## src/source/mips_consts.svh

```systemverilog
`ifndef MIPS_CONSTS_SVH
`define MIPS_CONSTS_SVH

////////////////////////////////////////////////////////////////////////////
// Primary opcodes, instruction bits 31..26
////////////////////////////////////////////////////////////////////////////
`define opcodeR    6'b000000
`define opcodeJ    6'b000010
`define opcodeJAL  6'b000011
`define opcodeBEQ  6'b000100
`define opcodeORI  6'b001101
`define opcodeLUI  6'b001111
`define opcodeLW   6'b100011
`define opcodeSB   6'b101000
`define opcodeSH   6'b101001
`define opcodeSWL  6'b101010
`define opcodeSW   6'b101011
`define opcodeSWR  6'b101110

// R-type funct field, bits 5..0
`define functSLL   6'b000000
`define functJR    6'b001000
`define functJALR  6'b001001
`define functADDU  6'b100001
`define functSUBU  6'b100011

////////////////////////////////////////////////////////////////////////////
// ALU operations, one hot
////////////////////////////////////////////////////////////////////////////
`define aluAdd     8'b0000_0001
`define aluSub     8'b0000_0010
`define aluSll     8'b0000_0100
`define aluOr      8'b0000_1000
`define aluEq      8'b0001_0000

// Memory sizes in 32-bit words
`define instrDepth 256
`define dataDepth  256

`endif
```

## src/source/mipsPkg.sv

```systemverilog
package mipsPkg;

	// Write-back source for the register file
	typedef enum logic [1:0]
	{
		fromAlu    = 2'b00,
		fromMemory = 2'b01,
		fromLink   = 2'b10
	} regSource;

	// Immediate extension, upper puts imm in bits 31..16
	typedef enum logic [1:0]
	{
		zeroExtend  = 2'b00,
		signExtend  = 2'b01,
		upperExtend = 2'b10
	} extendMode;

	// Store width and alignment
	typedef enum logic [2:0]
	{
		noStore, storeWord, storeHalf, storeByte, storeLeft, storeRight
	} storeMode;

	// One-hot ALU operation
	typedef logic [7:0] aluCode;

endpackage

```

## src/source/alu.sv

```systemverilog
`include "mips_consts.svh"

module alu import mipsPkg::*;
(
	input  logic [31:0] operandA,
	input  logic [31:0] operandB,
	input  logic [4:0]  shiftAmount,
	input  aluCode      operation,
	output logic [31:0] result,
	output logic        equal
);

	// BEQ reads this directly, whatever the operation
	assign equal = (operandA == operandB);

	always_comb
	begin
		case (operation)
			`aluAdd:
				result = operandA + operandB;
			`aluSub:
				result = operandA - operandB;
			// Shift source is rt on the B side
			`aluSll:
				result = operandB << shiftAmount;
			`aluOr:
				result = operandA | operandB;
			`aluEq:
				result = {31'd0, equal};
			default:
				result = 32'd0;
		endcase
	end

endmodule

```

## config.mk

```make
export PLATFORM = sky130hd
export DESIGN_NAME = alu
export DESIGN_NICKNAME = d
export VERILOG_FILES = /design/src/source/mipsPkg.sv /design/src/source/alu.sv
export VERILOG_INCLUDE_DIRS = /design/src /design/src/source
export SDC_FILE = /design/constraint.sdc
export NUM_CORES = 1
export LEC_CHECK = 0
export BUFFER_PORTS_ARGS = -buffer_cell sky130_fd_sc_hd__buf_2
export CAP_MARGIN = 30
export CORE_MARGIN = 2
export CORE_UTILIZATION = 39
export DETAILED_ROUTE_END_ITERATION = 10
export RECOVER_POWER = 50
export SYNTH_ARGS = -nofsm -noshare
export SYNTH_HDL_FRONTEND = slang
export SYNTH_SLANG_ARGS = --single-unit
```

## constraint.sdc

```tcl
create_clock -name vclk -period 7.35
set_clock_uncertainty 0.05 [all_clocks]
set_input_delay 1.47 -clock vclk [all_inputs]
set_output_delay 1.47 -clock vclk [all_outputs]
set_load 0.05 [all_outputs]
```

==> impl_metrics.env <==
export IMPL_outcome="finished, final reports clean"
export IMPL_powerDensity_nw_per_um2=81.26
export IMPL_drtIter0Drc=925
export IMPL_vias_per_cell=6.485
export IMPL_place_ws_ns=1.018
export IMPL_antenna_found_initial=0
export IMPL_postRouteWirelength_mm=26.56
export IMPL_n_fill_cell=1807
export IMPL_synth_mux_area_fraction=0.1141
export IMPL_sw_frac_of_total=0.6696
export IMPL_place_inst=1240
export IMPL_dpl_instance_area_um2=7251
export IMPL_port_buffers=110
export IMPL_seqPwrFrac=0
export IMPL_core_area_um2=16580
export IMPL_final_cells=1240
export IMPL_drv_slew=0
export IMPL_dp_final_hpwl_mm=21.26
export IMPL_firstDrtPassIters=5
export IMPL_area_growth_pct=9.275
export IMPL_n_antenna_cell=0
export IMPL_gp_congestion=1.022
export IMPL_hold_buffers=0
export IMPL_design_power_total_uw=587.0
export IMPL_fin_setup_tns_ns=0
export IMPL_ioPinCount=110
export IMPL_cp_endpoint="result[30]"
export IMPL_hold_path_class="primary input to output pin"
export IMPL_fmax_ghz=0.1556
export IMPL_grt_first_pass_wirelength_mm=40.18
export IMPL_period_share=0.8745
export IMPL_cts_resized_gates=0
export IMPL_gr_total_overflow=0
export IMPL_syn_cell_area_um2=6610
export IMPL_ant_nets=0
export IMPL_ys_seq_area_frac=0
export IMPL_setup_ws_ns=0.9226
export IMPL_min_delay_path_depth=5
export IMPL_die_x_um=134.2
export IMPL_max_vdd_ir_drop_uv=36.69
export IMPL_fin_area_um2=7223
export IMPL_grt_total_usage=0.2786
export IMPL_synthXorXnorAreaFrac=0.001325
export IMPL_utilization=0.4356
export IMPL_grt_pass1_vias=7154
export IMPL_internal_power_uw=193.9
export IMPL_slew_headroom=0.2254
export IMPL_p_leak_nw=3.311
export IMPL_report_final_hold_viol_count=0
export IMPL_syn_num_nets=1134
export IMPL_synthAdderAreaFrac=0.1878
export IMPL_path_max_fanout=15
export IMPL_crit_type="primary input to output pin"
export IMPL_synth_compound_area_share=0.3909
export IMPL_grt_max_degree=52
export IMPL_p_sw_uw=393.0
export IMPL_yosys_warnings=0
export IMPL_cp_required_ns=5.83
export IMPL_crit_path_start="operandB[10]"
export IMPL_min_period_ns=6.427
export IMPL_synth_cells=959
export IMPL_final_layout_size_suffix_gt1_frac=0.1647
export IMPL_wl_per_cell_um=21.42
export IMPL_fp_dieArea_um2=18010
export IMPL_synth_avg_cell_area_um2=6.893
export IMPL_nets=1197
export IMPL_finalSetupViolations=0
export IMPL_rows=47
export IMPL_cts_setup_buffers=0
export IMPL_seq_cells=0
export IMPL_cp_arrival_ns=4.91
export IMPL_synthSimpleGateAreaFrac=0.2076
export IMPL_p_clk_frac=0
export IMPL_fp_dieH_um=134.2
export IMPL_vias=8041
export IMPL_synth_distinct_cells=84
export IMPL_regArea_um2=0
export IMPL_synth_top_family_by_area="compound AO/OA/AOI/OAI gates"
export IMPL_clock_buffers=0
export IMPL_end_kind="output pin"
export IMPL_worstMarginPinSlew_ns=1.162
export IMPL_maxCapViolations=0
export IMPL_combinationalPowerShare=1.000
export IMPL_drc=0
export IMPL_multi_input_area_um2=5964
export IMPL_cp_start_kind="primary input"
export IMPL_hold_slack_ns=3.471
export IMPL_start_util=0.3986
export IMPL_rsz0062_at_grt="false"
## Yosys cell counts, types with 5 or more instances
master	number	area share
a211o_1	6	0.0079
a211oi_1	20	0.023
a21o_1	14	0.016
a21oi_1	82	0.062
a221o_1	9	0.014
a221oi_1	10	0.013
a31oi_1	9	0.0085
and2_1	7	0.0066
buf_1	5	0.0028
buf_2	6	0.0045
clkbuf_1	41	0.023
ha_1	96	0.18
inv_1	99	0.056
mux2_2	7	0.012
mux2i_1	27	0.041
mux4_2	18	0.061
nand2_1	65	0.037
nand2b_1	10	0.0095
nand3_1	15	0.011
nand3b_1	5	0.0057
nand4_1	8	0.0076
nor2_1	99	0.056
nor2b_1	9	0.0085
nor3_1	20	0.015
nor3b_1	6	0.0068
nor4_1	9	0.0085
o211ai_1	8	0.0091
o21a_1	9	0.010
o21ai_0	69	0.052
o21bai_1	12	0.014
o221a_2	7	0.012
o221ai_1	26	0.034
o22ai_1	17	0.016
o31ai_1	6	0.0068
or2_2	5	0.0047
or3_1	9	0.0085
## metal layers
layer | wire, µm | part of all wire | up-vias | global-route usage
met4 | 730 | 0.027 | 0 | 0.07018
met1 | 11430 | 0.43 | 3717 | 0.4029
li1 | - | - | 3725 | -
met2 | 11430 | 0.43 | 546 | 0.4416
met5 | 0 | 0 | - | 0
met3 | 2962 | 0.11 | 53 | 0.02910
## placed cells by master (no fill, tap or decap), types with 20 or more instances in the layout
cell      count
inv_1        99
nor2_1       99
ha_1         96
buf_2        96
a21oi_1      82
o21ai_0      69
nand2_1      65
mux2i_1      27
o221ai_1     26
nor3_1       20
a211oi_1     20
## layout make-up
class	instances	area share
multi-input cells	798	0.8257
repair buffers	119	0.08263
inverters	103	0.05353
well taps	220	0.03811
## kinds of logic after synthesis
logic type | count (synthesis)
AO/OA/AOI/OAI | 362
AND/OR/NAND/NOR | 285
buffers and inverters | 161
adder cells (fa/ha/maj) | 98
multiplexers | 52
XOR/XNOR | 1
## power groups by stage
stage	clock, mW	combinational, mW	sequential [mW]
global placement	0	0.574	0
detailed placement	0	0.572	0
CTS	0	0.575	0
floorplan	0	0.410	0
global route	0	0.628	0
finish	0	0.587	0
## how the worst min path moves through the flow
| stage | from | end |
|---|---|---|
| floorplan | operandA[26] | result[26] |
| global placement | operation[2] | result[0] |
| detailed placement | operation[2] | result[0] |
| CTS | operation[2] | result[0] |
| global route | operation[2] | result[0] |
| finish | operation[2] | result[0] |
## worst max-delay path: stages
cell,delay [ns]
buf_2,0.14
inv_1,0.09
ha_1,0.46
nor4_1,0.92
a2111oi_4,0.24
or3b_1,0.49
a2111oi_2,0.46
nor3_1,0.12
o31ai_2,0.22
buf_2,0.30
Power figures use the tool's default switching activity.
