===== config.mk =====
export PLATFORM = sky130hd
export DESIGN_NAME = controller
export DESIGN_NICKNAME = d
export VERILOG_FILES = /design/src/source/mipsPkg.sv /design/src/source/controller.sv
export VERILOG_INCLUDE_DIRS = /design/src /design/src/source
export SDC_FILE = /design/constraint.sdc
export NUM_CORES = 1
export LEC_CHECK = 0
export BUFFER_PORTS_ARGS = -buffer_cell sky130_fd_sc_hd__buf_2
export CORE_AREA = 2 2 39 41
export DETAILED_ROUTE_END_ITERATION = 12
export DIE_AREA = 0 0 41 43
export GPL_ROUTABILITY_DRIVEN = 0
export PLACE_DENSITY = 0.71
export SLEW_MARGIN = 20
export SYNTH_ARGS = -nofsm -noshare
export SYNTH_HDL_FRONTEND = slang
export SYNTH_SLANG_ARGS = --single-unit

===== constraint.sdc =====
create_clock -name vclk -period 4.1
set_input_delay 0.41 -clock vclk [all_inputs]
set_output_delay 0.41 -clock vclk [all_outputs]
set_load 0.005 [all_outputs]

===== src/source/mips_consts.svh =====
`ifndef MIPS_CONSTS_SVH
`define MIPS_CONSTS_SVH

////////////////////////////////////////////////////////////////////////////
// Primary opcodes, instruction bits 31..26
////////////////////////////////////////////////////////////////////////////
`define opcodeR    6'b000000
`define opcodeJ    6'b000010
`define opcodeJAL  6'b000011
`define opcodeBEQ  6'b000100
`define opcodeORI  6'b001101
`define opcodeLUI  6'b001111
`define opcodeLW   6'b100011
`define opcodeSB   6'b101000
`define opcodeSH   6'b101001
`define opcodeSWL  6'b101010
`define opcodeSW   6'b101011
`define opcodeSWR  6'b101110

// R-type funct field, bits 5..0
`define functSLL   6'b000000
`define functJR    6'b001000
`define functJALR  6'b001001
`define functADDU  6'b100001
`define functSUBU  6'b100011

////////////////////////////////////////////////////////////////////////////
// ALU operations, one hot
////////////////////////////////////////////////////////////////////////////
`define aluAdd     8'b0000_0001
`define aluSub     8'b0000_0010
`define aluSll     8'b0000_0100
`define aluOr      8'b0000_1000
`define aluEq      8'b0001_0000

// Memory sizes in 32-bit words
`define instrDepth 256
`define dataDepth  256

`endif

===== src/source/mipsPkg.sv =====
package mipsPkg;

	// Write-back source for the register file
	typedef enum logic [1:0]
	{
		fromAlu    = 2'b00,
		fromMemory = 2'b01,
		fromLink   = 2'b10
	} regSource;

	// Immediate extension, upper puts imm in bits 31..16
	typedef enum logic [1:0]
	{
		zeroExtend  = 2'b00,
		signExtend  = 2'b01,
		upperExtend = 2'b10
	} extendMode;

	// Store width and alignment
	typedef enum logic [2:0]
	{
		noStore, storeWord, storeHalf, storeByte, storeLeft, storeRight
	} storeMode;

	// One-hot ALU operation
	typedef logic [7:0] aluCode;

endpackage


===== src/source/controller.sv =====
`include "mips_consts.svh"

module controller import mipsPkg::*;
(
	input  logic [5:0] Opcode,
	input  logic [5:0] Funct,
	output logic       IsBr,
	output logic       Jump,
	output logic       JType,
	output logic       RegA3Sel,
	output logic       SaveRA,
	output logic       RegWE,
	output logic       ALUBSel,
	output logic       DMWE,
	output regSource   DatatoReg,
	output extendMode  EXTCtrl,
	output aluCode     ALUCtrl,
	output storeMode   SLCtrl
);

	always_comb
	begin
		// Anything not listed below is a no-op
		IsBr      = 1'b0;
		Jump      = 1'b0;
		JType     = 1'b0;
		RegA3Sel  = 1'b0;
		SaveRA    = 1'b0;
		RegWE     = 1'b0;
		ALUBSel   = 1'b0;
		DMWE      = 1'b0;
		DatatoReg = fromAlu;
		EXTCtrl   = zeroExtend;
		ALUCtrl   = '0;
		SLCtrl    = noStore;

		case (Opcode)
			`opcodeR:
			begin
				case (Funct)
					`functADDU: begin RegWE = 1'b1; ALUCtrl = `aluAdd; end
					`functSUBU: begin RegWE = 1'b1; ALUCtrl = `aluSub; end
					`functSLL:  begin RegWE = 1'b1; ALUCtrl = `aluSll; end
					`functJR:   Jump = 1'b1;
					// Link goes to rd
					`functJALR: begin Jump = 1'b1; RegWE = 1'b1; DatatoReg = fromLink; end
					default:    ;
				endcase
			end
			`opcodeORI:
			begin
				RegA3Sel = 1'b1; RegWE = 1'b1; ALUBSel = 1'b1; ALUCtrl = `aluOr;
			end
			`opcodeLUI:
			begin
				RegA3Sel = 1'b1; RegWE = 1'b1; ALUBSel = 1'b1; ALUCtrl = `aluOr;
				EXTCtrl = upperExtend;
			end
			`opcodeLW:
			begin
				RegA3Sel = 1'b1; RegWE = 1'b1; ALUBSel = 1'b1; ALUCtrl = `aluAdd;
				DatatoReg = fromMemory; EXTCtrl = signExtend; SLCtrl = storeWord;
			end
			`opcodeSW, `opcodeSH, `opcodeSB, `opcodeSWL, `opcodeSWR:
			begin
				ALUBSel = 1'b1; DMWE = 1'b1; ALUCtrl = `aluAdd; EXTCtrl = signExtend;
				case (Opcode)
					`opcodeSH:  SLCtrl = storeHalf;
					`opcodeSB:  SLCtrl = storeByte;
					`opcodeSWL: SLCtrl = storeLeft;
					`opcodeSWR: SLCtrl = storeRight;
					default:    SLCtrl = storeWord;
				endcase
			end
			`opcodeBEQ: begin IsBr = 1'b1; EXTCtrl = signExtend; ALUCtrl = `aluEq; end
			`opcodeJ:   begin Jump = 1'b1; JType = 1'b1; end
			`opcodeJAL:
			begin
				Jump = 1'b1; JType = 1'b1; SaveRA = 1'b1; RegWE = 1'b1; DatatoReg = fromLink;
			end
			default: ;
		endcase
	end

endmodule


==> results.md, run 1 <==
* Register area share after synthesis at 0%
* Max FO, Critical Path at 12
* Worst IR Drop VDD at 30.4 µV
* Die H at 43 µm
* Sw Ratio at 57.3%
* Post-Synth Adder-Cell Area at 0%
* CP endpoint kind: output port
* XOR/XNOR Fraction of Synth Area at 0%
* Fillcell total at 157
* GRT Max-Usage Layer: met1
* Non-Filler Instances at 105
* Hold buffer count at CTS at 0
* Int Power at 0.0150 mW
* Layout clock buffer count at 0
* Maxcap violations at 0
* DRC at 0
* Status: finished, final reports clean
* M2 GR Usage at 18.8%
* Synthesized area at 378 µm²
* Core Area at 1380 µm²
* Post-synthesis mux area share at 0%
* Gr usage total at 12.0%
* Pwr Density at 67.2 nW/µm²
* Pre-CTS worst setup slack at 1600 ps
* Final HPWL DP at 916 µm
* Warnings, synthesis at 0
* NetSw at 0.0201 mW
* GRT overflow at 0
* Clk pwr share at 0%
* Hold slack at 1120 ps
* Antenna-violating nets left at 0
* IO buf count at 32
* # Post-CTS Setup Buffers at 0
* Final nets at 103
* Slowest stage cell, crit path: or4_1
* Share of layout cells above drive strength 1 at 38.2%
* Worst path top cell family by delay: simple AND/OR/NAND/NOR gates
* Synth cell types at 29
* Cell chain of the critical path: buf_2 -> or4_1 -> or4_4 -> o22ai_1 -> buf_2
* Post-DR vias/cell at 5.17
* Tcrit/Tclk final at 61.0%
* DRT Pass-1 Iters at 4
* P&R area growth vs syn at 38.4%
* DR iter-0 viols at 11
* Cell mode on critical path: buf_2
* Seq cells at 0
* Dpl cells at 105
* Final std cell area, no fill at 523 µm²
* Wire per inst at 10.6 µm
* Register Area at 0 µm²
* Die area at 1760 µm²
* RSZ-0062 raised after global routing: no
* Largest net degree at the start of global routing at 14
* Vias in the first global route at 390
* Endpoints failing hold at 0
* DRT Wirelength at 1120 µm
* CTS resizes at 0
* Vias at 543
* Initial antenna violation count at 0
* I/O Pins at 35
* Most frequent cells in the layout: 32 x buf_2, 9 x nor2_1, 5 x nor4_1, 5 x a21oi_1
* Comb pwr share at 100.0%
* Grt met3 use at 0%
* Sequential share of power at 0%
* Leakage Power at 0.298 nW
* Crit path DAT at 2090 ps
* Die X at 41 µm
* Compound-Gate Fraction of Synth Area at 17.9%
* First-pass GRT wire length at 1640 µm
* CP Data Required Time at 3690 ps
* Met1 Usage GRT at 19.0%
* Commonest non-fill, non-tap cell in the layout: buf_2
* Worst Hold Class: input port to output port
* Final setup viols at 0
* Mean area per synthesized cell at 6.00 µm²
* N_diodes at 0
* Placed inst area at 523 µm²
* Tot Pwr at 0.0351 mW
* Post-Syn Instances at 63
* Crit Path Class: input port to output port
* Max frequency at 0.400 GHz
* Largest family of logic cells by synthesized area: simple AND/OR/NAND/NOR gates
* Fin crit period at 2500 ps
* Num rows at 14
* Post-synthesis simple-gate area fraction at 66.9%
* Buffers and inverters on the worst path at 2
* Effective utilization at floorplan at 27.3%
* Setup TNS at 0 ps
* Largest stage delay, worst path at 670 ps
* Slew Viols, Final at 0
* Setup ws final at 1600 ps
* CP Launch Type: input port
* Layout Utilization at 37.8%
==> power by group through the flow <==
stage	clock [mW]	sequential (mW)	combinational, mW
global placement	0	0	0.0342
detailed placement	0	0	0.0348
global route	0	0	0.0391
CTS	0	0	0.0350
floorplan	0	0	0.0219
finish	0	0	0.0351
==> cell families (layout without fill, tap and decap cells) <==
family / Yosys count / in the layout
simple gates: 40 / 40
other cells: 1 / 3
buf+inv: 11 / 35
compound gates: 11 / 11
==> per-layer routing <==
layer / part of all wire, % / wire length [µm] / vias up
li1: - / - / 284
met1: 47 / 520 / 238
met2: 45 / 503 / 21
met3: 8.5 / 95 / 0
met4: 0 / 0 / 0
met5: 0 / 0 / -
==> cell usage after synthesis <==
cell type  count  area, µm²
a21oi_1        5       25.0
a2bb2oi_1      1       8.76
and2_1         2       12.5
and3b_1        2       17.5
and4_1         1       8.76
and4b_1        2       20.0
and4bb_2       1       12.5
buf_2          1       5.00
buf_4          3       22.5
clkbuf_1       4       15.0
conb_1         1       3.75
inv_1          3       11.3
nand2_1        2       7.51
nand2b_1       3       18.8
nand3_1        2       10.0
nand3b_1       1       7.51
nor2_1         9       33.8
nor2b_1        2       12.5
nor3_1         2       10.0
nor3b_1        1       7.51
nor4_1         5       31.3
nor4bb_1       1       10.0
o21ai_1        1       5.00
o21bai_1       2       15.0
o22ai_1        1       6.26
o31ai_1        1       7.51
or3_1          1       6.26
or4_1          2       15.0
or4_4          1       11.3
==> area by class of cell <==
class | instances | area, µm² | area share [%]
Multi-Input combinational cell | 54 | 332 | 63.4
Timing Repair Buffer | 32 | 160 | 30.6
Tap cell | 16 | 20.0 | 3.83
Inverter | 3 | 11.3 | 2.15
==> final timing paths <==
kind	slack, ps	startpoint	endpoint	depth (start not counted)
setup / recovery	1600	Opcode[2]	ALUCtrl[0]	5
hold / removal	1120	Funct[3]	ALUCtrl[2]	3
==> worst min-delay path, stage by stage <==
cell	delay, ps
buf_2	130
nor4_1	60
buf_2	110
Note: power is estimated with default switching activity, not from simulation.
==> run 2: changes to the inputs <==
==> constraint.sdc (replaced) <==
create_clock -name vclk -period 2.6
set_input_delay 0.26 -clock vclk [all_inputs]
set_output_delay 0.26 -clock vclk [all_outputs]
set_load 0.005 [all_outputs]
==> run 2 against run 1 <==
Sequential share of layout area did not move; design area is the same; final cell count is the same; routed wire length is 1.1% lower; first-iteration DRC count is 45% lower; die area stayed put.
==> results.md, run 2 (synthesis gave the netlist of run 1 again) <==
* Comb pwr share at 100.0%
* Tcrit/Tclk final at 84.1%
* Clk pwr share at 0%
* CP endpoint kind: output port
* Largest net degree at the start of global routing at 14
* Final HPWL DP at 920 µm
* Status: finished, final reports clean
* Commonest non-fill, non-tap cell in the layout: buf_2
* Placed inst area at 523 µm²
* NetSw at 0.0315 mW
* I/O Pins at 35
* Fillcell total at 164
* # Post-CTS Setup Buffers at 0
* First-pass GRT wire length at 1630 µm
* Setup TNS at 0 ps
* Worst IR Drop VDD at 49.8 µV
* Final nets at 103
* Most frequent cells in the layout: 32 x buf_2, 9 x nor2_1, 5 x nor4_1, 5 x a21oi_1
* Endpoints failing hold at 0
* Effective utilization at floorplan at 27.3%
* Crit Path Class: input port to output port
* Die area at 1760 µm²
* Tot Pwr at 0.0551 mW
* Int Power at 0.0236 mW
* Max FO, Critical Path at 12
* Core Area at 1380 µm²
* Sequential share of power at 0%
* WHS Path Cells at 3
* IO buf count at 32
* Post-DR vias/cell at 5.18
* DR iter-0 viols at 6
* Layout clock buffer count at 0
* Seq cells at 0
* Register Area at 0 µm²
* Sw Ratio at 57.1%
* CTS resizes at 0
* Die H at 43 µm
* Num rows at 14
* Hold slack at 829 ps
* Share of layout cells above drive strength 1 at 38.2%
* DRC at 0
* Final std cell area, no fill at 523 µm²
* RSZ-0062 raised after global routing: no
* Leakage Power at 0.298 nW
* Vias in the first global route at 391
* Hold buffer count at CTS at 0
* Maxcap violations at 0
* Gr usage total at 12.0%
* GRT overflow at 0
* CP Data Required Time at 2340 ps
* Fin crit period at 2190 ps
* Die X at 41 µm
* Slew Viols, Final at 0
* Initial antenna violation count at 0
* P&R area growth vs syn at 38.4%
* Max frequency at 0.457 GHz
* Crit path DAT at 1930 ps
* N_diodes at 0
* Wire per inst at 10.5 µm
* CP Launch Type: input port
* DRT Pass-1 Iters at 4
* Vias at 544
* Worst Hold Class: input port to output port
* Final setup viols at 0
* Antenna-violating nets left at 0
* Pwr Density at 105 nW/µm²
* DRT Wirelength at 1110 µm
[run 2: cell counts in the layout (fill, tap and decap cells not counted)]
No cell type changed its count.
[run 2: critical path, cell delays in order]
cell and delay, ps:
buf_2 150, or4_1 660, or4_4 560, o22ai_1 160, buf_2 140
[run 2: final cells by class]
class	instances	area [µm²]	share of cell area, %
Multi-Input combinational cell	54	332	63.4
Inverter	3	11.3	2.15
Tap cell	16	20.0	3.83
Timing Repair Buffer	32	160	30.6
[run 2: metal layers]
metal | wire length (µm) | global-route usage (%)
met1 | 463 | 17.1
met2 | 524 | 20.3
met5 | 0 | 0
met3 | 117 | 0.524
met4 | 0 | 0
[run 2: power groups by stage]
stage / Clock, mW / Combinational [mW] / Sequential [mW]
finish: 0 / 0.0551 / 0
CTS: 0 / 0.0551 / 0
global placement: 0 / 0.0539 / 0
global route: 0 / 0.0617 / 0
detailed placement: 0 / 0.0548 / 0
floorplan: 0 / 0.0346 / 0
[run 2: path summary, 6_finish.rpt]
check / slack (ps) / to / startpoint
worst max-delay path: 410 / ALUCtrl[0] / Opcode[2]
worst min-delay path: 830 / ALUCtrl[2] / Funct[3]
[run 2: metrics by stage]
step | utilization, % | instances | worst slack [ps]
floorplan | - | 65 | 740
global placement | 37.8 | 105 | 441
detailed placement | 37.8 | 105 | 400
CTS | 37.8 | 105 | 400
global route | 37.8 | 105 | 338
finish | 37.8 | 105 | 413
